==> src/rtl/soc_pkg.sv <==
/*
 * Shared types, address map and register offsets for the SoC.
 * Single Wishbone classic master, no err/rty/cti/bte/lock.
 * Region field is adr[31:17]; all slaves are 32-bit word addressed.
 */
`default_nettype none

package soc_pkg;

	// --------------------
	// Vector types
	// --------------------
	typedef logic [31:0] addr_t;
	typedef logic [31:0] data_t;
	typedef logic [3:0]  sel_t;
	// Active low, bit 0 is segment a, bit 6 is segment g
	typedef logic [6:0]  seg_t;
	// Active low digit enables
	typedef logic [3:0]  an_t;
	// Bit 0 timer, bit 1 GPIO
	typedef logic [1:0]  irq_vec_t;
	// Switches in 11..4, buttons in 3..0
	typedef logic [11:0] gpio_in_t;

	// --------------------
	// Bus structs
	// --------------------
	typedef struct packed {
		logic  cyc;
		logic  stb;
		logic  we;
		addr_t adr;
		data_t dat;
		sel_t  sel;
	} wb_req_t;

	typedef struct packed {
		data_t dat;
		logic  ack;
	} wb_rsp_t;

	// Decoded slave region
	typedef enum logic [1:0] {
		SLV_BRAM,
		SLV_TIMER,
		SLV_GPIO,
		SLV_NONE
	} slave_e;

	// --------------------
	// Address map
	// --------------------
	localparam int REGION_MSB = 31;
	localparam int REGION_LSB = 17;

	localparam logic [REGION_MSB:REGION_LSB] BRAM_REGION  = 15'h0000;
	// 0xE002_0000
	localparam logic [REGION_MSB:REGION_LSB] TIMER_REGION = 15'h7001;
	// 0xE004_0000
	localparam logic [REGION_MSB:REGION_LSB] GPIO_REGION  = 15'h7002;

	// RAM depth in words, 4 KB
	localparam int BRAM_AW = 10;

	// Timer word offsets, adr[3:2]
	localparam logic [1:0] TMR_CTRL    = 2'd0;
	localparam logic [1:0] TMR_COMPARE = 2'd1;
	localparam logic [1:0] TMR_COUNTER = 2'd2;

	// Timer CTRL bits
	localparam int CTRL_EN  = 0;
	localparam int CTRL_AR  = 1;
	localparam int CTRL_IRQ = 2;

	// GPIO word offsets, adr[3:2]
	localparam logic [1:0] GPIO_IN     = 2'd0;
	localparam logic [1:0] GPIO_OUT    = 2'd1;
	localparam logic [1:0] GPIO_CHANGE = 2'd2;

	// Digit dwell is 2**SCAN_DIV_W cycles
	localparam int SCAN_DIV_W = 4;

endpackage

`default_nettype wire

==> src/rtl/wb_decoder.sv <==
/*
 * Single-master Wishbone address decoder and read mux.
 * Only stb is gated per slave; other request fields fan out to all.
 * Unmapped accesses ack after one cycle, read as zero, drop writes.
 */
`timescale 1ns/10ps
`default_nettype none

module wb_decoder
	import soc_pkg::*;
(
	input  logic    clk_i,
	input  logic    rst_i,
	// Master side
	input  wb_req_t m_req_i,
	output wb_rsp_t m_rsp_o,
	// Slave requests
	output wb_req_t bram_req_o,
	output wb_req_t tmr_req_o,
	output wb_req_t gpio_req_o,
	// Slave responses
	input  wb_rsp_t bram_rsp_i,
	input  wb_rsp_t tmr_rsp_i,
	input  wb_rsp_t gpio_rsp_i
);

	slave_e                       slv;
	logic [REGION_MSB:REGION_LSB] region;
	logic                         none_ack;

	assign region = m_req_i.adr[REGION_MSB:REGION_LSB];

	// --------------------
	// Region decode
	// --------------------
	always_comb begin
		case (region)
			BRAM_REGION:  slv = SLV_BRAM;
			TIMER_REGION: slv = SLV_TIMER;
			GPIO_REGION:  slv = SLV_GPIO;
			default:      slv = SLV_NONE;
		endcase
	end

	// Copy request, strobe only the selected slave
	always_comb begin
		bram_req_o     = m_req_i;
		tmr_req_o      = m_req_i;
		gpio_req_o     = m_req_i;
		bram_req_o.stb = m_req_i.stb & (slv == SLV_BRAM);
		tmr_req_o.stb  = m_req_i.stb & (slv == SLV_TIMER);
		gpio_req_o.stb = m_req_i.stb & (slv == SLV_GPIO);
	end

	// --------------------
	// Unmapped region ack
	// --------------------
	always_ff @(posedge clk_i) begin
		if (rst_i) begin
			none_ack <= 1'b0;
		end else begin
			// Single-cycle pulse, same as a real slave
			none_ack <= m_req_i.cyc & m_req_i.stb & (slv == SLV_NONE) & ~none_ack;
		end
	end

	// Response from the slave named by the current request
	always_comb begin
		case (slv)
			SLV_BRAM:  m_rsp_o = bram_rsp_i;
			SLV_TIMER: m_rsp_o = tmr_rsp_i;
			SLV_GPIO:  m_rsp_o = gpio_rsp_i;
			default: begin
				m_rsp_o.dat = '0;
				m_rsp_o.ack = none_ack;
			end
		endcase
	end

endmodule

`default_nettype wire

==> config.mk <==
export PLATFORM = sky130hd
export DESIGN_NAME = wb_decoder
export DESIGN_NICKNAME = d
export VERILOG_FILES = /design/src/rtl/soc_pkg.sv /design/src/rtl/wb_decoder.sv
export SDC_FILE = /design/constraint.sdc
export NUM_CORES = 1
export LEC_CHECK = 0
export BUFFER_PORTS_ARGS = -buffer_cell sky130_fd_sc_hd__buf_2
export CORE_AREA = 3 3 161 163
export DETAILED_ROUTE_END_ITERATION = 10
export DIE_AREA = 0 0 164 166
export GPL_TIMING_DRIVEN = 0
export PLACE_DENSITY_LB_ADDON = 0.12
export SYNTH_ARGS = -nofsm -noshare
export SYNTH_HDL_FRONTEND = slang
export SYNTH_SLANG_ARGS = --single-unit
==> constraint.sdc <==
create_clock -name clk_i -period 2.24 [get_ports clk_i]
set_input_delay 0.448 -clock clk_i [delete_from_list [all_inputs] [get_ports clk_i]]
set_output_delay 0.448 -clock clk_i [all_outputs]
set_load 0.01 [all_outputs]
[Yosys cells after proc, flatten, opt, wreduce, memory -nomap -nowiden]
Cells that the tools add are included.
Storage, ports and cells
  flip-flop bits (word level): 1
Cells by class
  equal/unequal tests: 5
  multiplexer cells: 2
  bitwise logic cells: 7
  reduce and logical (&&, ||, !) cells: 2
Operator list (count)
  $pmux W33 S3: 1
  $eq A15 B15 Y1 const B: 2
  $logic_not A15 Y1: 1
  $and A1 B1 Y1: 6
  $pmux W2 S3: 1
  $eq A2 B2 Y1 const B: 2
  $eq A2 B1 Y1 const B: 1
  $logic_not A2 Y1: 1
  $not A1 Y1: 1

[Depth between registers and ports, before layout]
  word-level depth: 5
  mapped depth: 6

[Least setup slack after synthesis]
Ideal clock, no wire load.
  path type: input-to-output
  start: input m_req_i[56] (netlist bit)
  end: output m_rsp_o[13] (netlist bit)
  data arrival time: 1.554 ns
  required time: 1.792 ns
  path slack: 0.238 ns
  stages on the path: 6
  buffers on the path: 2
  cell sequence: nor4_2 > nand3_1 > and4bb_1 > buf_4 > buf_6 > a221o_1
RTL lines
  start, declared: RTL line wb_decoder.sv:15  | input wb_req_t m_req_i,
  end, declared: RTL line wb_decoder.sv:16  | output wb_rsp_t m_rsp_o,

==> metrics.md <==
| Metric | Value |
|---|---|
| Rel. slew slack | 0.7637 |
| Layout cell share with drive strength beyond 1 | 0.8812 |
| Pin count of the biggest net entering global routing | 11 |
| Clock Pin Slew Worst Setup and Hold Paths | 0 ns |
| Fmax | 412.9 MHz |
| Syn. warnings | 0 |
| Commonest non-fill, non-tap cells in the layout | buf_2, buf_4, a221o_1 |
| Antenna cells | 0 |
| Actual slew at the worst max-slew pin | 0.3518 ns |
| Dpl cells | 997 |
| Cell row count | 57 |
| Top flop regs | none_ack: 1 flops |
| Ports | 418 |
| GRT overflow | 0 |
| Register Area | 20.02 um2 |
| Die width | 164 um |
| #FFs+latches synth | 1 |
| Synthesized area per cell | 7.596 um2 |
| DRC violation count after routing | 0 |
| First-pass GRT wire length | 16790 um |
| Net Sw Frac | 0.3691 |
| Max VDD drop | 0.05344 mV |
| Commonest non-fill, non-tap cell in the layout | buf_2 |
| Final #Nets | 856 |
| I/O Buffers | 363 |
| Post-Layout Cell Count | 1006 |
| Post-Syn Area | 2355 um2 |
| Post-detail-place hpwl | 10500 um |
| R2r setup slk | 1.62 ns |
| CP Max Fanout | 10 |
| Via density | 3.068 |
| Routed vias | 3086 |
| Failing checks | setup timing |
| Die H | 166 um |
| Crit. End Element | primary output |
| Int Pwr | 462.0 uW |
| Critical path type | input port to primary output |
| Pwr Density | 150.2 nW/um2 |
| Starting Density | 0.09626 |
| Power share of the clock group | 0 |
| Top reg by flops | none_ack |
| Status | finished with violations |
| Leakage | 0.002884 uW |
| GRT Total Usage | 0.07633 |
| Sequential share of the synthesized area | 0.008502 |
| Die footprint | 27220 um2 |
| Net Count, Synth | 482 |
| Routability cong. | 0.6703 |
| Hold Path Stages | 1 |
| Combinational power share | 0.974 |
| Fin worst setup slack | -0.1822 ns |
| Req. time, crit path | 1.79 ns |
| Arrival @ worst endpoint | 1.97 ns |
| Crit path time final | 2.422 ns |
| Startpoint Class | input port |
| Clk_skew | 0 ns |
| Core area | 24460 um2 |
| First-pass DRT Iterations | 4 |
| Synth Instances | 310 |
| FF-to-FF path depth | 1 |
| Slew Limit Fails | 0 |
| Worst-Skew Late Latency | 0 ns |
| Synth-to-layout area growth | 107.0% |
| Hold_buf cts | 0 |
| Sequential power share | 0.026 |
| Largest register FFs | 1 |
| Period utilisation layout | 1.081 |
| DRT antenna net count | 0 |
| Psw | 270.4 uW |
| RSZ-0062 raised after global routing | true |
| Drt wl/cell | 11.45 um |
| Routed WL | 11520 um |
| HP Class | register to register |
| Initial antenna violation count | 1 |
| Yosys cell types | 24 |
| Final Hold Viols | 0 |
| Multi-input logic area | 749.5 um2 |
| Final Setup Violations | 34 |
| Fin util | 0.1993 |
| Starting DRT DRC Count | 38 |
| Max-Cap Viols | 0 |
| Vias in the first global route | 3061 |
| FILL cells | 2804 |
| DP Worst Slack | -0.8203 ns |
## path summary, 6_finish.rpt
path                  startpoint             endpoint
min          none_ack$_SDFF_PP0_  none_ack$_SDFF_PP0_
max reg2reg  none_ack$_SDFF_PP0_  none_ack$_SDFF_PP0_
max                  m_req_i[61]           m_rsp_o[9]
min reg2reg  none_ack$_SDFF_PP0_  none_ack$_SDFF_PP0_
## routing by layer
metal  up-vias  GRT usage  part of all wire
met5         -          0            0.0011
met4         2   0.005517            0.0094
met3         8    0.01372              0.11
met2       220     0.1733              0.59
met1      1281    0.06858              0.29
li1       1575          -                 -
## power by group through the flow
stage	Sequential, uW	Clock, uW	Combinational [uW]
final	19.2	0	713
after global routing	19.4	0	777
after CTS	19.3	0	722
after detailed placement	19.3	0	709
after global placement	19.3	0	716
after floorplan	19.2	0	397
## cells by family (layout without fill, tap and decap cells)
logic type / after synthesis / after routing / share of synthesized area
compound gates: 35 / 35 / 0.1445
xor+xnor: 1 / 1 / 0.003720
buf+inv: 220 / 592 / 0.6982
flops: 1 / 1 / 0.008502
mux: 1 / 1 / 0.004782
simple gates: 52 / 52 / 0.1403
## synthesized netlist by cell type
| cell type | number | area share |
|---|---|---|
| mux2_2 | 1 | 0.0048 |
| nor4b_1 | 1 | 0.0037 |
| a221o_1 | 32 | 0.14 |
| and4bb_1 | 1 | 0.0053 |
| and3_1 | 1 | 0.0027 |
| nand2_1 | 4 | 0.0064 |
| nand3_1 | 1 | 0.0021 |
| nor4_1 | 1 | 0.0027 |
| and2_0 | 22 | 0.058 |
| buf_2 | 3 | 0.0064 |
| a21oi_1 | 1 | 0.0021 |
| buf_6 | 3 | 0.014 |
| a32o_1 | 1 | 0.0043 |
| clkbuf_1 | 3 | 0.0048 |
| and2_1 | 13 | 0.035 |
| buf_4 | 211 | 0.67 |
| nor3_1 | 1 | 0.0021 |
| nor2_1 | 3 | 0.0048 |
| nand3b_1 | 1 | 0.0032 |
| o21ai_0 | 1 | 0.0021 |
| nor4_2 | 2 | 0.011 |
| xor2_1 | 1 | 0.0037 |
| and4_1 | 1 | 0.0037 |
| dfxtp_1 | 1 | 0.0085 |
## area by class of cell
class / instances / area share
Timing Repair Buffer: 372 / 0.4120
Sequential cell: 1 / 0.004107
Multi-Input combinational cell: 89 / 0.1537
Tap cell: 324 / 0.08316
Buffer: 220 / 0.3470
## through the flow
stage / hold WS, ns / instance area (um2) / setup TNS, ns / power [uW]
floorplan: 0.3921 / 2355 / 0 / 416.2
global placement: 0.4142 / 4577 / -25.21 / 735.4
detailed placement: 0.4222 / 4577 / -25.88 / 728.5
CTS: 0.4151 / 4831 / -6.555 / 741.1
global route: 0.4376 / 4875 / -8.282 / 796.8
finish: 0.4104 / 4875 / -5.213 / 732.4
## critical path, cell delays in order
cell	delay (ns)
buf_8	0.10
nor4_4	0.39
nand3_4	0.15
and4bb_1	0.31
buf_6	0.16
buf_8	0.14
a221o_1	0.14
buf_2	0.13
## repair_timing
action,4_1_cts,5_1_grt
setup endpoints to repair,36,36
pin swaps,9,12
resized for setup,38,18
setup buffers,6,3
gates cloned,2,0
No activity file was read; power rests on OpenSTA's default activity.
