File: src/rtl/soc_pkg.sv
/*
 * Shared types, address map and register offsets for the SoC.
 * Single Wishbone classic master, no err/rty/cti/bte/lock.
 * Region field is adr[31:17]; all slaves are 32-bit word addressed.
 */
`default_nettype none

package soc_pkg;

	// --------------------
	// Vector types
	// --------------------
	typedef logic [31:0] addr_t;
	typedef logic [31:0] data_t;
	typedef logic [3:0]  sel_t;
	// Active low, bit 0 is segment a, bit 6 is segment g
	typedef logic [6:0]  seg_t;
	// Active low digit enables
	typedef logic [3:0]  an_t;
	// Bit 0 timer, bit 1 GPIO
	typedef logic [1:0]  irq_vec_t;
	// Switches in 11..4, buttons in 3..0
	typedef logic [11:0] gpio_in_t;

	// --------------------
	// Bus structs
	// --------------------
	typedef struct packed {
		logic  cyc;
		logic  stb;
		logic  we;
		addr_t adr;
		data_t dat;
		sel_t  sel;
	} wb_req_t;

	typedef struct packed {
		data_t dat;
		logic  ack;
	} wb_rsp_t;

	// Decoded slave region
	typedef enum logic [1:0] {
		SLV_BRAM,
		SLV_TIMER,
		SLV_GPIO,
		SLV_NONE
	} slave_e;

	// --------------------
	// Address map
	// --------------------
	localparam int REGION_MSB = 31;
	localparam int REGION_LSB = 17;

	localparam logic [REGION_MSB:REGION_LSB] BRAM_REGION  = 15'h0000;
	// 0xE002_0000
	localparam logic [REGION_MSB:REGION_LSB] TIMER_REGION = 15'h7001;
	// 0xE004_0000
	localparam logic [REGION_MSB:REGION_LSB] GPIO_REGION  = 15'h7002;

	// RAM depth in words, 4 KB
	localparam int BRAM_AW = 10;

	// Timer word offsets, adr[3:2]
	localparam logic [1:0] TMR_CTRL    = 2'd0;
	localparam logic [1:0] TMR_COMPARE = 2'd1;
	localparam logic [1:0] TMR_COUNTER = 2'd2;

	// Timer CTRL bits
	localparam int CTRL_EN  = 0;
	localparam int CTRL_AR  = 1;
	localparam int CTRL_IRQ = 2;

	// GPIO word offsets, adr[3:2]
	localparam logic [1:0] GPIO_IN     = 2'd0;
	localparam logic [1:0] GPIO_OUT    = 2'd1;
	localparam logic [1:0] GPIO_CHANGE = 2'd2;

	// Digit dwell is 2**SCAN_DIV_W cycles
	localparam int SCAN_DIV_W = 4;

endpackage

`default_nettype wire

File: src/rtl/wb_timer.sv
/*
 * 32-bit timer counting clock cycles while EN is set.
 * Match sets a sticky flag; AR restarts at 0, else EN clears and it holds.
 * Registers take whole words, sel is not looked at.
 */
`timescale 1ns/10ps
`default_nettype none

module wb_timer
	import soc_pkg::*;
(
	input  logic    clk_i,
	input  logic    rst_i,
	input  wb_req_t req_i,
	output wb_rsp_t rsp_o,
	output logic    irq_o
);

	logic       access;
	logic       wr;
	logic       ack;
	logic [1:0] reg_sel;
	data_t      rdata;
	data_t      rdata_q;
	data_t      compare;
	data_t      counter;
	logic       ctrl_en;
	logic       ctrl_ar;
	logic       irq_flag;
	logic       hit;
	logic       irq_clr;

	assign access  = req_i.cyc & req_i.stb & ~ack;
	assign wr      = access & req_i.we;
	assign reg_sel = req_i.adr[3:2];
	// Match only counts while running
	assign hit     = ctrl_en & (counter == compare);
	// Write 1 to CTRL.IRQ clears the flag
	assign irq_clr = wr & (reg_sel == TMR_CTRL) & req_i.dat[CTRL_IRQ];

	// --------------------
	// Counter and control
	// --------------------
	always_ff @(posedge clk_i) begin
		if (rst_i) begin
			ctrl_en <= 1'b0;
			ctrl_ar <= 1'b0;
			compare <= '0;
			counter <= '0;
		end else begin
			if (hit) begin
				if (ctrl_ar) begin
					counter <= '0;
				end else begin
					ctrl_en <= 1'b0;
				end
			end else if (ctrl_en) begin
				counter <= counter + 1'b1;
			end
			// Bus write overrides the count step
			if (wr) begin
				case (reg_sel)
					TMR_CTRL: begin
						ctrl_en <= req_i.dat[CTRL_EN];
						ctrl_ar <= req_i.dat[CTRL_AR];
					end
					TMR_COMPARE: compare <= req_i.dat;
					TMR_COUNTER: counter <= req_i.dat;
					default: ;
				endcase
			end
		end
	end

	// Sticky flag, a new match beats a clear
	always_ff @(posedge clk_i) begin
		if (rst_i) begin
			irq_flag <= 1'b0;
		end else if (hit) begin
			irq_flag <= 1'b1;
		end else if (irq_clr) begin
			irq_flag <= 1'b0;
		end
	end

	// --------------------
	// Read path
	// --------------------
	always_comb begin
		rdata = '0;
		case (reg_sel)
			TMR_CTRL: begin
				rdata[CTRL_EN]  = ctrl_en;
				rdata[CTRL_AR]  = ctrl_ar;
				rdata[CTRL_IRQ] = irq_flag;
			end
			TMR_COMPARE: rdata = compare;
			TMR_COUNTER: rdata = counter;
			default: ;
		endcase
	end

	always_ff @(posedge clk_i) begin
		if (rst_i) begin
			ack <= 1'b0;
		end else begin
			ack <= access;
		end
	end

	always_ff @(posedge clk_i) begin
		if (access) begin
			rdata_q <= rdata;
		end
	end

	assign rsp_o.dat = rdata_q;
	assign rsp_o.ack = ack;
	assign irq_o     = irq_flag;

endmodule

`default_nettype wire

File: config.mk
export PLATFORM = sky130hd
export DESIGN_NAME = wb_timer
export DESIGN_NICKNAME = d
export VERILOG_FILES = /design/src/rtl/soc_pkg.sv /design/src/rtl/wb_timer.sv
export SDC_FILE = /design/constraint.sdc
export NUM_CORES = 1
export LEC_CHECK = 0
export ABC_AREA = 1
export BUFFER_PORTS_ARGS = -buffer_cell sky130_fd_sc_hd__buf_2
export CORE_UTILIZATION = 57
export DETAILED_ROUTE_END_ITERATION = 12
export PLACE_DENSITY = 0.81
export SLEW_MARGIN = 40
export SYNTH_ARGS = -nofsm -noshare
export SYNTH_HDL_FRONTEND = slang
export SYNTH_SLANG_ARGS = --single-unit
File: constraint.sdc
create_clock -name clk_i -period 4.6 [get_ports clk_i]
set_clock_uncertainty 0.15 [all_clocks]
set_input_delay 0.69 -clock clk_i [delete_from_list [all_inputs] [get_ports clk_i]]
set_output_delay 0.69 -clock clk_i [all_outputs]
set_load 0.03 [all_outputs]
After elaboration in Yosys (flattened, before gate mapping) --
Cells that the tools add are included.
Word-level totals: logic and storage cells 35, bits of input ports 73, flip-flop bits (word level) 100, output and inout port bits 34
Operators by class: add/subtract/negate cells 1, eq/ne operators 3, bitwise gates (word level) 7, multiplexer cells 13, reductions and logical operators 4
Operators with widths (number):
- $mux W32 | 5
- $pmux W29 S2 | 1
- $add A32 B1 Y32 const B | 1
- $eq A32 B32 Y1 | 1
- $pmux W3 S3 | 1
- $and A1 B1 Y1 | 6
- $mux W1 | 6
- $reduce_and A2 Y1 | 2
- $eq A2 B1 Y1 const B | 1
- $eq A2 B2 Y1 const B | 1
- $logic_not A2 Y1 | 1
- $reduce_bool A2 Y1 | 1
- $not A1 Y1 | 1

Logic depth before layout (Yosys ltp) --
depth after elaboration 7, gate-level depth with buffers 14

Least setup slack after synthesis --
No wires, ideal clock.
kind input port to flip-flop, start point input port req_i[69] (netlist name), end point register counter[22], stages on the path 10, buffers on the path 1, setup time 0.109 ns, path slack 0.371 ns, arrival 3.970 ns, path through inv_1 nor3_1 nand2_1 inv_2 nand2_1 clkbuf_1 o21ai_0 inv_1 nand2_1 inv_1
On the way: word-level cells in the longest chain between the ends 4
Ends and longest elaborated chain:
- start, declared | RTL line wb_timer.sv:14 | input wb_req_t req_i,
- $and A1 B1 Y1 (2 in series) | RTL line wb_timer.sv:33 | assign access = req_i.cyc & req_i.stb & ~ack;
- via access | RTL line wb_timer.sv:19 | logic access;
- $and A1 B1 Y1 | RTL line wb_timer.sv:34 | assign wr = access & req_i.we;
- $mux W32 | RTL line wb_timer.sv:61 | if (wr) begin
- end signal, assigned | RTL line wb_timer.sv:58 | counter <= counter + 1'b1;
- end signal, assigned | RTL line wb_timer.sv:68 | TMR_COUNTER: counter <= req_i.dat;
- end, declared | RTL line wb_timer.sv:26 | data_t counter;
The timed path passes the listed nets, and every way through them passes these cells. A chain may end at the register's enable or synchronous reset.

Worst setup path in the final report --
start point register counter[27], end point register counter[27]
On the way: word-level cells in the longest chain between the ends 5, elaborated cells on any way between the ends 8
Ends and longest elaborated chain:
- $add A32 B1 Y32 or $eq A32 B32 Y1 (tied branches) | RTL line wb_timer.sv:58, wb_timer.sv:37
- $mux W32 or $and A1 B1 Y1 (tied branches) | RTL line wb_timer.sv:57, wb_timer.sv:37
- $mux W32 (*) | RTL line wb_timer.sv:51 | if (hit) begin
- $mux W32 | RTL line wb_timer.sv:62 | case (reg_sel)
- $mux W32 (*) | RTL line wb_timer.sv:61
Mark *: on every way between the ends. The rest lies on a longest branch, timed or not.

==> impl_metrics.env <==
export IMPL_p_seq_frac=0.536
export IMPL_die_area_sq_um=11400
export IMPL_slew_headroom=0.541
export IMPL_synth_seq_cells=100
export IMPL_r2r_start="counter[27]"
export IMPL_io_buffers=72
export IMPL_critPathMostFrequentCell="nand2_1"
export IMPL_peakVddDrop_mv=0.187
export IMPL_power_share_clock=0.303
export IMPL_cp_cell_sequence="xnor2_1 > nand2_1 > nor2_1 > nand2_1 > nor2_4 > buf_4 > nand3_4 > nand2_1 > nand3_1 > nand2_1 > inv_1"
export IMPL_fp_dieH_um=107
export IMPL_synth_cell_area_sq_um=6250
export IMPL_grt_max_degree=67
export IMPL_drt_iter0_drc=474
export IMPL_crit_start="counter[27]"
export IMPL_rsz0062_at_grt="no"
export IMPL_syn_area_per_cell_sq_um=6.52
export IMPL_p_leak_nw=3.25
export IMPL_tns_ns=0
export IMPL_p_sw_mw=0.531
export IMPL_syn_num_nets=1037
export IMPL_root_buffer="clkbuf_8"
export IMPL_clk_insertion_delay_late_ns=0.37
export IMPL_p_int_mw=1.24
export IMPL_grt_pass1_vias=5561
export IMPL_synth_seq_area_share=0.371
export IMPL_clock_sinks=100
export IMPL_endpoint="counter[27]"
export IMPL_critical_path_peak_fanout=34
export IMPL_drc_errors=0
export IMPL_gp_congestion=0.929
export IMPL_cp_top_family="simple AND/OR/NAND/NOR gates"
export IMPL_crit_required_ns=4.73
export IMPL_placed_area_sq_um=6570
export IMPL_num_vias=6098
export IMPL_power_frac_comb=0.161
export IMPL_rows=37
export IMPL_fillers=994
export IMPL_dpl_hpwl_mm=11.1
export IMPL_dp_cells=1118
export IMPL_crit_buf_inv=2
export IMPL_post_route_util=0.649
export IMPL_seqCellArea_sq_um=2320
export IMPL_worst_slew_pin_slew_ns=0.688
export IMPL_cts_buffers_inserted=9
export IMPL_maxCapViolations=0
export IMPL_multi_input_area_sq_um=3140
export IMPL_post_cts_resized=0
export IMPL_yosysWarningCount=0
export IMPL_mostFrequentLayoutCells="292 x nand2_1, 132 x inv_1, 107 x nor2_1, 72 x buf_2"
export IMPL_antenna_cells=0
export IMPL_die_w_um=107
export IMPL_areaGrowthSynthToFinish_pct=8.50
export IMPL_cp_depth=11
export IMPL_postSynthCellCount=959
export IMPL_tritoncts="done"
export IMPL_critPathMaxStageDelay_ns=0.54
export IMPL_grt_pass1_wl_mm=27.0
export IMPL_wl_per_cell_um=14.4
export IMPL_hp_class="reg2reg"
export IMPL_io_pins=107
export IMPL_core_area_sq_um=10500
export IMPL_grt_usage=0.302
export IMPL_power_mw=1.78
export IMPL_final_cell_count_no_fill=1135
export IMPL_detail_route_antenna_nets=0
export IMPL_start_util=0.598
export IMPL_grtUsageMet3=0.0486
export IMPL_grt_met2_usage=0.476
export IMPL_hold_viol=0
export IMPL_cts_setup_buffers=0
export IMPL_layout_drive_gt1_share=0.112
export IMPL_pre_cts_ws_ns=1.42
export IMPL_nets=1072
export IMPL_setup_viol=0
export IMPL_path_class="reg2reg"
export IMPL_crit_path_start_kind="register"
export IMPL_cts_max_path_buffers=2
export IMPL_globalRouteMet1Util=0.408
export IMPL_cp_slowest_cell="dfxtp_1"
export IMPL_routed_wl_mm=16.4
export IMPL_mostFrequentLayoutCell="nand2_1"
export IMPL_reg2reg_slack_ns=2.01
export IMPL_clkTransAtPathRegs_ns=0.09
export IMPL_max_freq_mhz=386
export IMPL_grt_busiest_layer="met2"
export IMPL_antenna_found_initial=0
export IMPL_overflow=0
export IMPL_htreeDepth=3
export IMPL_yosysUniqueCellTypes=28
export IMPL_worstReg2RegEnd="counter[27]"
export IMPL_outcome="finished, final reports clean"
export IMPL_endpoint_kind="register"
export IMPL_dr_pass1_iters=5
export IMPL_ff2ff_path_depth=11
export IMPL_setup_slack_ns=2.01
export IMPL_cp_arrival_ns=2.72
export IMPL_fin_crit_sh=0.564
export IMPL_holdWs_ns=0.321
export IMPL_maxSlewViolCount=0
export IMPL_fin_crit_ns=2.59
export IMPL_cts_hold_buf=0
export IMPL_power_density_nw_per_um2=262
export IMPL_fin_area_sq_um=6790
export IMPL_via_per_inst=5.37
export IMPL_sw_frac_of_total=0.299
-- cell type report --
type                    instances  area share
clock buffers                  11      0.0223
clock inverters                 5     0.00535
inverters                     136      0.0752
multi-input cells             665       0.463
flip-flops and latches        100       0.342
well taps                     136      0.0251
repair buffers                 82      0.0671
-- cells by family (layout without fill, tap and decap cells) --
| kind of cell | count (synthesis) | after routing | share of synthesized area |
|---|---|---|---|
| flops | 100 | 100 | 0.371 |
| simple gates | 507 | 507 | 0.342 |
| fa+ha+maj | 5 | 5 | 0.0100 |
| xor+xnor | 42 | 42 | 0.0588 |
| buf+inv | 194 | 234 | 0.129 |
| compound gates | 111 | 111 | 0.0892 |
-- power by group through the flow --
stage / registers [mW] / logic [mW] / clock network, mW
finish: 0.952 / 0.285 / 0.538
global route: 0.956 / 0.313 / 0.575
CTS: 0.952 / 0.265 / 0.545
detailed placement: 0.973 / 0.264 / 0
global placement: 0.972 / 0.259 / 0
floorplan: 0.986 / 0.182 / 0
-- layer usage --
layer / vias up / routed length [um]
met2: 271 / 7330
met1: 2729 / 7160
li1: 3061 / -
met4: 0 / 488
met3: 37 / 1400
met5: - / 0
-- how the worst min path moves through the flow --
| stage | start | endpoint | slack, ns | cells past startpoint |
|---|---|---|---|---|
| 6_report | ack | ack | 0.32 | 1 |
| 5_1_grt | rst_i | irq_o | 0.35 | 2 |
| 4_1_cts | ack | ack | 0.33 | 1 |
| 3_5_place_dp | ack | ack | 0.32 | 1 |
| 3_3_place_gp | ack | ack | 0.31 | 1 |
| 2_1_floorplan | ack | ack | 0.27 | 1 |
-- sequential cells by signal, summed over array words and instances, names as in the netlist --
register and count:
compare 32, rdata_q 32, counter 32, ctrl_en 1, ctrl_ar 1, ack 1, irq_o 1
-- synth_stat cells, drive strengths merged --
cell / instances / area, sq um
and3: 1 / 6.26
nand4: 35 / 219
nor3b: 3 / 22.5
nand2: 293 / 1100
inv: 136 / 510
nand3: 50 / 263
a22oi: 1 / 7.51
o21ai: 67 / 335
nor4: 4 / 25.0
buf: 22 / 159
nor3: 5 / 30.0
nor2: 112 / 443
ha: 5 / 62.6
dfxtp: 68 / 1360
edfxtp: 32 / 961
a21oi: 43 / 215
xor2: 20 / 175
nand3b: 4 / 30.0
clkbuf: 36 / 136
xnor2: 22 / 193
-- worst register-to-register path, stage by stage, from the launching register on --
cell	delay, ns
dfxtp_1	0.54
xnor2_1	0.17
nand2_1	0.14
nor2_1	0.14
nand2_1	0.09
nor2_4	0.07
buf_4	0.36
nand3_4	0.43
nand2_1	0.19
nand3_1	0.10
nand2_1	0.09
inv_1	0.04
(Power assumes the default switching activity.)
