`src/rtl/soc_pkg.sv`:
```
/*
 * Shared types, address map and register offsets for the SoC.
 * Single Wishbone classic master, no err/rty/cti/bte/lock.
 * Region field is adr[31:17]; all slaves are 32-bit word addressed.
 */
`default_nettype none

package soc_pkg;

	// --------------------
	// Vector types
	// --------------------
	typedef logic [31:0] addr_t;
	typedef logic [31:0] data_t;
	typedef logic [3:0]  sel_t;
	// Active low, bit 0 is segment a, bit 6 is segment g
	typedef logic [6:0]  seg_t;
	// Active low digit enables
	typedef logic [3:0]  an_t;
	// Bit 0 timer, bit 1 GPIO
	typedef logic [1:0]  irq_vec_t;
	// Switches in 11..4, buttons in 3..0
	typedef logic [11:0] gpio_in_t;

	// --------------------
	// Bus structs
	// --------------------
	typedef struct packed {
		logic  cyc;
		logic  stb;
		logic  we;
		addr_t adr;
		data_t dat;
		sel_t  sel;
	} wb_req_t;

	typedef struct packed {
		data_t dat;
		logic  ack;
	} wb_rsp_t;

	// Decoded slave region
	typedef enum logic [1:0] {
		SLV_BRAM,
		SLV_TIMER,
		SLV_GPIO,
		SLV_NONE
	} slave_e;

	// --------------------
	// Address map
	// --------------------
	localparam int REGION_MSB = 31;
	localparam int REGION_LSB = 17;

	localparam logic [REGION_MSB:REGION_LSB] BRAM_REGION  = 15'h0000;
	// 0xE002_0000
	localparam logic [REGION_MSB:REGION_LSB] TIMER_REGION = 15'h7001;
	// 0xE004_0000
	localparam logic [REGION_MSB:REGION_LSB] GPIO_REGION  = 15'h7002;

	// RAM depth in words, 4 KB
	localparam int BRAM_AW = 10;

	// Timer word offsets, adr[3:2]
	localparam logic [1:0] TMR_CTRL    = 2'd0;
	localparam logic [1:0] TMR_COMPARE = 2'd1;
	localparam logic [1:0] TMR_COUNTER = 2'd2;

	// Timer CTRL bits
	localparam int CTRL_EN  = 0;
	localparam int CTRL_AR  = 1;
	localparam int CTRL_IRQ = 2;

	// GPIO word offsets, adr[3:2]
	localparam logic [1:0] GPIO_IN     = 2'd0;
	localparam logic [1:0] GPIO_OUT    = 2'd1;
	localparam logic [1:0] GPIO_CHANGE = 2'd2;

	// Digit dwell is 2**SCAN_DIV_W cycles
	localparam int SCAN_DIV_W = 4;

endpackage

`default_nettype wire

```
`src/rtl/sevenseg_scan.sv`:
```
/*
 * Four-digit hex scanner for a common-anode display.
 * Shows value_i[15:0]; digit k is nibble k, anode k low.
 */
`timescale 1ns/10ps
`default_nettype none

module sevenseg_scan
	import soc_pkg::*;
(
	input  logic  clk_i,
	input  logic  rst_i,
	input  data_t value_i,
	output seg_t  seg_o,
	output an_t   an_o
);

	logic [SCAN_DIV_W-1:0] div;
	logic [1:0]            digit;
	logic [3:0]            nibble;

	// Dwell divider and digit index
	always_ff @(posedge clk_i) begin
		if (rst_i) begin
			div   <= '0;
			digit <= '0;
		end else begin
			div <= div + 1'b1;
			if (&div) begin
				digit <= digit + 1'b1;
			end
		end
	end

	assign nibble = value_i[4*digit +: 4];
	assign an_o   = ~(an_t'(1) << digit);

	// Hex decode, g..a order, low lights the segment
	always_comb begin
		case (nibble)
			4'h0: seg_o = 7'b1000000;
			4'h1: seg_o = 7'b1111001;
			4'h2: seg_o = 7'b0100100;
			4'h3: seg_o = 7'b0110000;
			4'h4: seg_o = 7'b0011001;
			4'h5: seg_o = 7'b0010010;
			4'h6: seg_o = 7'b0000010;
			4'h7: seg_o = 7'b1111000;
			4'h8: seg_o = 7'b0000000;
			4'h9: seg_o = 7'b0010000;
			4'hA: seg_o = 7'b0001000;
			4'hB: seg_o = 7'b0000011;
			4'hC: seg_o = 7'b1000110;
			4'hD: seg_o = 7'b0100001;
			4'hE: seg_o = 7'b0000110;
			default: seg_o = 7'b0001110;
		endcase
	end

endmodule

`default_nettype wire

```
`config.mk`:
```
export PLATFORM = sky130hd
export DESIGN_NAME = sevenseg_scan
export DESIGN_NICKNAME = d
export VERILOG_FILES = /design/src/rtl/soc_pkg.sv /design/src/rtl/sevenseg_scan.sv
export SDC_FILE = /design/constraint.sdc
export NUM_CORES = 1
export LEC_CHECK = 0
export BUFFER_PORTS_ARGS = -buffer_cell sky130_fd_sc_hd__buf_2
export CAP_MARGIN = 5
export CORE_MARGIN = 2
export CORE_UTILIZATION = 44
export DETAILED_ROUTE_END_ITERATION = 7
export PLACE_DENSITY = 0.84
export SLEW_MARGIN = 20
export SYNTH_ARGS = -nofsm -noshare
export SYNTH_HDL_FRONTEND = slang
export SYNTH_SLANG_ARGS = --single-unit
```
`constraint.sdc`:
```
create_clock -name clk_i -period 4.3 [get_ports clk_i]
set_input_delay 0.86 -clock clk_i [delete_from_list [all_inputs] [get_ports clk_i]]
set_output_delay 0.86 -clock clk_i [all_outputs]
set_load 0.03 [all_outputs]
```
* Word-level counts from Yosys, hierarchy flattened
Memory sizes are Yosys's and may differ from the RTL's. Cells that the tools add are included.
Word-level totals: flip-flop bits (word level) 6, memory bits (read-only) 112, bits of input ports 34, memories 1
Operators by class: add/sub/neg operators 2, shifts and indexed selects 2, bitwise operators 1, reduce and logical (&&, ||, !) cells 1
Memory list:
- (no name shown) | depth 16, bits a word 7, read ports 1, clocked after Yosys merged registers in 0, write ports 0, line sevenseg_scan.sv:40 | case (nibble)
Operator list (count):
- $shiftx 32x5->4 | 1
- $add 4x1->4 const B | 1
- $not 4->4 | 1
- $reduce_and 4->1 | 1
- $shl 1x2->4 const A | 1
- $add 2x1->2 const B | 1

* Depth between registers and ports, before layout
Gate-level depths: netlist of the first run.
word-level depth 2, gate-level depth with buffers 7, mapped depth without buffers 6

* Worst setup path before layout of the first run
Ideal clock, no wire load.
path type input-to-output, start input port value_i[13], end output port seg_o[4], arrival time 2370 ps, data required time 3440 ps, slack 1070 ps, stages 5, path buffers 0, path through mux4_2 -> ha_1 -> inv_1 -> mux2i_1 -> o21ai_0
On the way: word-level cells in the longest chain between the ends 2
RTL lines:
- start: declaration | line sevenseg_scan.sv:13 | input data_t value_i,
- $shiftx 32x5->4 | line sevenseg_scan.sv:35 | assign nibble = value_i[4*digit +: 4];
- $mem_v2 16x7
- end: declaration | line sevenseg_scan.sv:14 | output seg_t seg_o,
No other way between the ends.

* Worst setup path in the final report of the first run
start input port value_i[12], end output port seg_o[3]
Same word-level chain as after synthesis.

==> reports/qor.yml, run 1 <==
fp-row-count: 14
syn_area_per_cell_sq_um: 9.71
end_kind: "output pin"
post-dp-hpwl_um: 1020
fmax_mhz: 308
endpoint: "seg_o[3]"
intPower_w: 0.000114
diodes: 0
start_util_pct: 46.2
gp_congestion: 0.730
synth_cell_types: 21
finalPower_w: 0.000170
track_usage_pct: 15.1
grt_pass1_vias: 538
critPathLaunchType: "primary input"
reg2reg_to: "digit[1]$_SDFFE_PP0P_"
cts_hold_buf: 0
antenna_found_initial: 0
pre_cts_slack_ps: 1040
power_density_nw_per_um2: 206
synth-edff-count: 0
rr_worst_depth: 4
worst_slack_ps: 1050
p_leak_nw: 0.418
r2r_slack_ps: 3020
portBuffers: 28
routedWlPerCell_um: 11.2
status: "finished clean"
ys.flop_type: "dfxtp_1"
synth_top_area_share_pct: 20.3
synth_area_leaders: "ha_1 20%, dfxtp_1 18%, mux4_2 9.9%, mux2i_1 7.4%, inv_1 6.6%"
cts-root-buf: "clkbuf_4"
antenna_left: 0
seq_area_frac_synth_pct: 17.7
top_level_ports: 45
seqPwrFrac_pct: 35.2
setup_viol: 0
grt_pass1_wl_um: 2110
worst_pin_slew_ps: 483
critPathKind: "in2out"
hold_viol_final: 0
worst-endpoint-required_ps: 3440
synthTopCellsByCount: "12 x inv_1, 11 x ha_1, 6 x dfxtp_1"
peakVddDrop_uv: 132
cts_tree: "done"
slew_headroom_pct: 67.8
path_clk_slew_ps: 50
crit_arrival_ps: 2390
syn_nets: 115
min_period_ps: 3250
worstHoldPathType: "reg2reg"
drcViolationCount: 0
pwr-share-comb_pct: 33.1
fp.dieW_um: 43.3
drtPass1Iterations: 3
core_area_sq_um: 1470
num-fill-cells: 149
slew_viol_final: 0
synthCells: 70
cts.sinks: 6
p_sw_share_pct: 32.9
area_growth_pct: 21.9
insertion_delay_ps: 240
grt_max_degree: 16
ys_ff_latch: 6
cts.htree.levels: 1
postCtsResizedCells: 0
fin_crit_sh_pct: 75.6
dieArea_sq_um: 1870
gr-total-overflow: 0
yosys_warnings: 0
num_vias: 584
first_iter_violations: 2
cts_setup_buffers: 0
fin_nets: 145
die_y_um: 43.3
yosys.area.top_type: "ha_1"
max_cap_viol_count: 0
critical_path_peak_fanout: 5
fin_util_pct: 56.3
wl_um: 1270
reg2reg_from: "digit[0]$_SDFFE_PP0P_"
synth_most_common_cell: "inv_1"
synthArstFlopShare_pct: 0
power.switching_w: 0.0000560
clock_skew_ps: 1.69
clockPowerShare_pct: 31.7
avgViaCountPerCell: 5.12
mappedNetlistArea_sq_um: 679
startpoint: "value_i[12]"
setup-tns-final_ps: 0
drive_gt1_share_pct: 36.7
clk_path_buf_depth: 2
rsz0062_at_grt: "false"
cts_buffers: 3
-- routing by layer --
| metal | routed length (um) | GRT usage, % |
|---|---|---|
| met1 | 522 | 16.4 |
| met2 | 620 | 27.2 |
| met3 | 116 | 4.26 |
| met4 | 13 | 5.45 |
| met5 | 0 | 0 |
-- layout make-up --
class                      count  area [sq um]  share of cell area, %
inverter                      12          45.0                   5.44
sequential                     6           120                   14.5
tap                           16          20.0                   2.42
multi-input combinational     49           480                   58.0
clock buffer                   3          22.5                   2.72
timing repair buffer          28           140                   16.9
-- how the worst min path moves through the flow --
stage,startpoint,endpoint,slack (ps),depth (start not counted)
floorplan,div[0]$_SDFF_PP0_,div[0]$_SDFF_PP0_,420,1
global route,div[0]$_SDFF_PP0_,div[0]$_SDFF_PP0_,490,1
finish,div[0]$_SDFF_PP0_,div[0]$_SDFF_PP0_,440,1
detailed placement,div[0]$_SDFF_PP0_,div[0]$_SDFF_PP0_,440,1
CTS,div[0]$_SDFF_PP0_,div[0]$_SDFF_PP0_,450,1
global placement,div[0]$_SDFF_PP0_,div[0]$_SDFF_PP0_,430,1
-- layout by cell type, fill, tap and decap left out, drive strengths merged --
cell / n
nor2b: 1
nor2: 5
nand3b: 1
dfxtp: 6
a21o: 1
nand2b: 1
xnor2: 3
mux2: 3
nand3: 5
mux2i: 5
nor3b: 3
clkbuf: 3
mux4: 4
a211oi: 1
inv: 12
buf: 28
ha: 11
o21ai: 4
xor2: 1
-- power by group through the flow --
stage	clock network [W]	logic [W]	registers, W
after global routing	0.0000571	0.0000621	0.0000601
after CTS	0.0000563	0.0000573	0.0000599
final	0.0000540	0.0000565	0.0000599
after detailed placement	0	0.0000569	0.0000610
after floorplan	0	0.0000416	0.0000605
after global placement	0	0.0000553	0.0000607
-- cell families (layout without fill, tap and decap cells) --
kind of cell               count (synthesis)  in the layout  synth area share, %
xor gates and xnor gates                   4              4                 5.16
DFF                                        6              6                 17.7
adders and majority gates                 11             11                 20.3
and+or+nand+nor                           16             16                 12.7
buffers and inverters                     15             43                 11.6
AOI/OAI and AO/OA                          6              6                 5.89
muxes                                     12             12                 26.7
-- state kept, by name (all words and copies together), names as in the netlist --
register	flops
div	4
digit	2
-- worst max-delay path, stage by stage --
cell and delay [ps]:
buf_2 100, mux4_2 530, inv_1 150, ha_1 240, inv_1 80, mux2i_1 80
mux2i_1 140, buf_2 220
-- through the flow --
step                      instances  hold WS (ps)  area [sq um]
final                           114           444           828
after detailed placement        111           438           806
after CTS                       114           450           828
after global routing            114           485           828
after global placement          111           429           806
after floorplan                  70           415           679
Power figures use the tool's default switching activity.
==> run 2, diff against run 1 <==
- CORE_UTILIZATION: 44 -> 41
- PLACE_DENSITY: 0.84 -> 0.79
- clock period: 4.3 -> 3.2 ns (I/O delays scaled with it)
==> run 2 against run 1 <==
Setup slack got worse by 780 ps. Sequential cell count stayed put. Critical path depth shrank 1. Sequential share of layout area stayed put. Utilization shrank 1.9 points. Wire length shrank 2.0%. Final cell count stayed put. Combinational power up 35%. Cell area stayed put. Global-route usage down 1.2 points. Critical path type is now reg2out. Critical endpoint unchanged. Largest power group unchanged. Highest routed layer is now met3.
==> reports/qor.yml, run 2 (synthesis gave the netlist of run 1 again) <==
grt_max_degree: 16  # unchanged
antenna_found_initial: 0  # unchanged
cts_hold_buf: 0  # unchanged
clock_skew_ps: 0.897  # was 1.69 ps
fin_nets: 145  # unchanged
gp_congestion: 0.751  # was 0.730
top_level_ports: 45  # unchanged
cpMaxStageDelayCell: "mux4_2"  # unchanged
die_y_um: 44.7  # was 43.3 um
dieArea_sq_um: 2000  # was 1870 sq um
cts.sinks: 6  # unchanged
setup-tns-final_ps: 0  # unchanged
setup_viol: 0  # unchanged
critPathLaunchType: "flip-flop"  # was primary input
routedWlPerCell_um: 10.9  # was 11.2 um
insertion_delay_ps: 240  # about the same
rsz0062_at_grt: "false"  # unchanged
num-fill-cells: 141  # was 149
end_kind: "output pin"  # unchanged
grt_pass1_vias: 537  # was 538
core_area_sq_um: 1520  # was 1470 sq um
cts_setup_buffers: 0  # unchanged
final_cell_mix: "28 x buf_2, 12 x inv_1, 11 x ha_1"  # unchanged
num_vias: 585  # was 584
status: "finished clean"  # unchanged
antenna_left: 0  # unchanged
diodes: 0  # unchanged
critical_path_peak_fanout: 7  # was 5
critPathKind: "reg2out"  # was in2out
gr-total-overflow: 0  # unchanged
grt_pass1_wl_um: 2090  # was 2110 um
peakVddDrop_uv: 329  # was 132 uV
worst_pin_slew_ps: 474  # was 483 ps
postCtsResizedCells: 0  # unchanged
max_cap_viol_count: 0  # unchanged
cts.htree.levels: 1  # unchanged
drtPass1Iterations: 5  # was 3
avgViaCountPerCell: 5.13  # was 5.12
crit_arrival_ps: 2290  # was 2390 ps
cts-root-buf: "clkbuf_4"  # unchanged
slew_headroom_pct: 68.4  # was 67.8%
largest_register: "div"  # unchanged
portBuffers: 28  # unchanged
pre_cts_slack_ps: 378  # was 1040 ps
drcViolationCount: 0  # unchanged
fp-row-count: 14  # unchanged
fin_crit_sh_pct: 91.4
timing.hold.ws_ps: 444  # about the same
p_leak_nw: 0.418  # unchanged
hold_viol_final: 0  # unchanged
top_regs: "div x4, digit x2"  # unchanged
power_density_nw_per_um2: 274  # was 206 nW/um^2
start_util_pct: 44.6  # was 46.2%
drive_gt1_share_pct: 36.7  # unchanged
worst_slack_ps: 275  # was 1050 ps
multi_input_area_sq_um: 480  # unchanged
path_cells: "mux4_2 -> inv_1 -> ha_1 -> inv_1 -> mux2i_1 -> mux2i_1 -> buf_2"  # was buf_2 -> mux4_2 -> inv_1 -> ha_1 -> inv_1 -> mux2i_1 -> mux2i_1 -> buf_2
regArea_sq_um: 120  # unchanged
fmax_mhz: 342
clk_path_buf_depth: 2  # unchanged
cts_tree: "done"  # unchanged
slew_viol_final: 0  # unchanged
largest_reg_flops: 4  # unchanged
worst-endpoint-required_ps: 2560  # was 3440 ps
fp.dieW_um: 44.7  # was 43.3 um
worstHoldPathType: "reg2reg"  # unchanged
track_usage_pct: 13.9  # was 15.1%
cpPeakStageDelay_ps: 630  # was 530 ps
mostFrequentLayoutCell: "buf_2"  # unchanged
first_iter_violations: 16  # was 2
finalPower_w: 0.000227  # was 0.000170 W
post-dp-hpwl_um: 1020  # about the same
path_clk_slew_ps: 50  # about the same
min_period_ps: 2930
area_growth_pct: 21.9  # unchanged
cts_buffers: 3  # unchanged
wl_um: 1250  # was 1270 um
-- run 2: path summary, 6_finish.rpt --
| path | start | endpoint | slack (ps) | depth (start not counted) |
|---|---|---|---|---|
| setup / recovery | digit[0]$_SDFFE_PP0P_ | seg_o[3] | 270 | 7 |
| setup reg to reg | digit[0]$_SDFFE_PP0P_ | digit[1]$_SDFFE_PP0P_ | 1920 | 4 |
| hold reg to reg | div[0]$_SDFF_PP0_ | div[0]$_SDFF_PP0_ | 440 | 1 |
| hold / removal | div[0]$_SDFF_PP0_ | div[0]$_SDFF_PP0_ | 440 | 1 |
-- run 2: cell type report --
cell class | instances | area share (%)
Sequential cell | 6 | 14.5
Tap cell | 16 | 2.42
Clock buffer | 3 | 2.72
Timing Repair Buffer | 28 | 16.9
Multi-Input combinational cell | 49 | 58.0
Inverter | 12 | 5.44
-- run 2: worst max-delay path: cells and delay by family (launching register included) --
| family | cells | cell delay, ps |
|---|---|---|
| multiplexers | 3 | 830 |
| flip-flops | 1 | 520 |
| buffers and inverters | 3 | 450 |
| adder cells (fa/ha/maj) | 1 | 240 |
-- run 2: stage by stage --
stage | util (%) | cells | cell area [sq um]
final | 54.4 | 114 | 828
after floorplan | - | 70 | 679
after CTS | 54.4 | 114 | 828
after global placement | 52.9 | 111 | 806
after global routing | 54.4 | 114 | 828
after detailed placement | 52.9 | 111 | 806
-- run 2: power by group --
group | switching, W | total (W) | internal (W)
clock network | 0.0000282 | 0.0000707 | 0.0000425
registers | 0.00000226 | 0.0000804 | 0.0000782
logic | 0.0000431 | 0.0000760 | 0.0000328
-- run 2: layer usage --
metal | wire [um] | up-vias | track usage [%]
met2 | 560 | 31 | 24.1
met5 | 0 | - | 0
met4 | 0 | 0 | 1.82
met3 | 137 | 0 | 5.20
li1 | - | 292 | -
met1 | 549 | 262 | 16.8
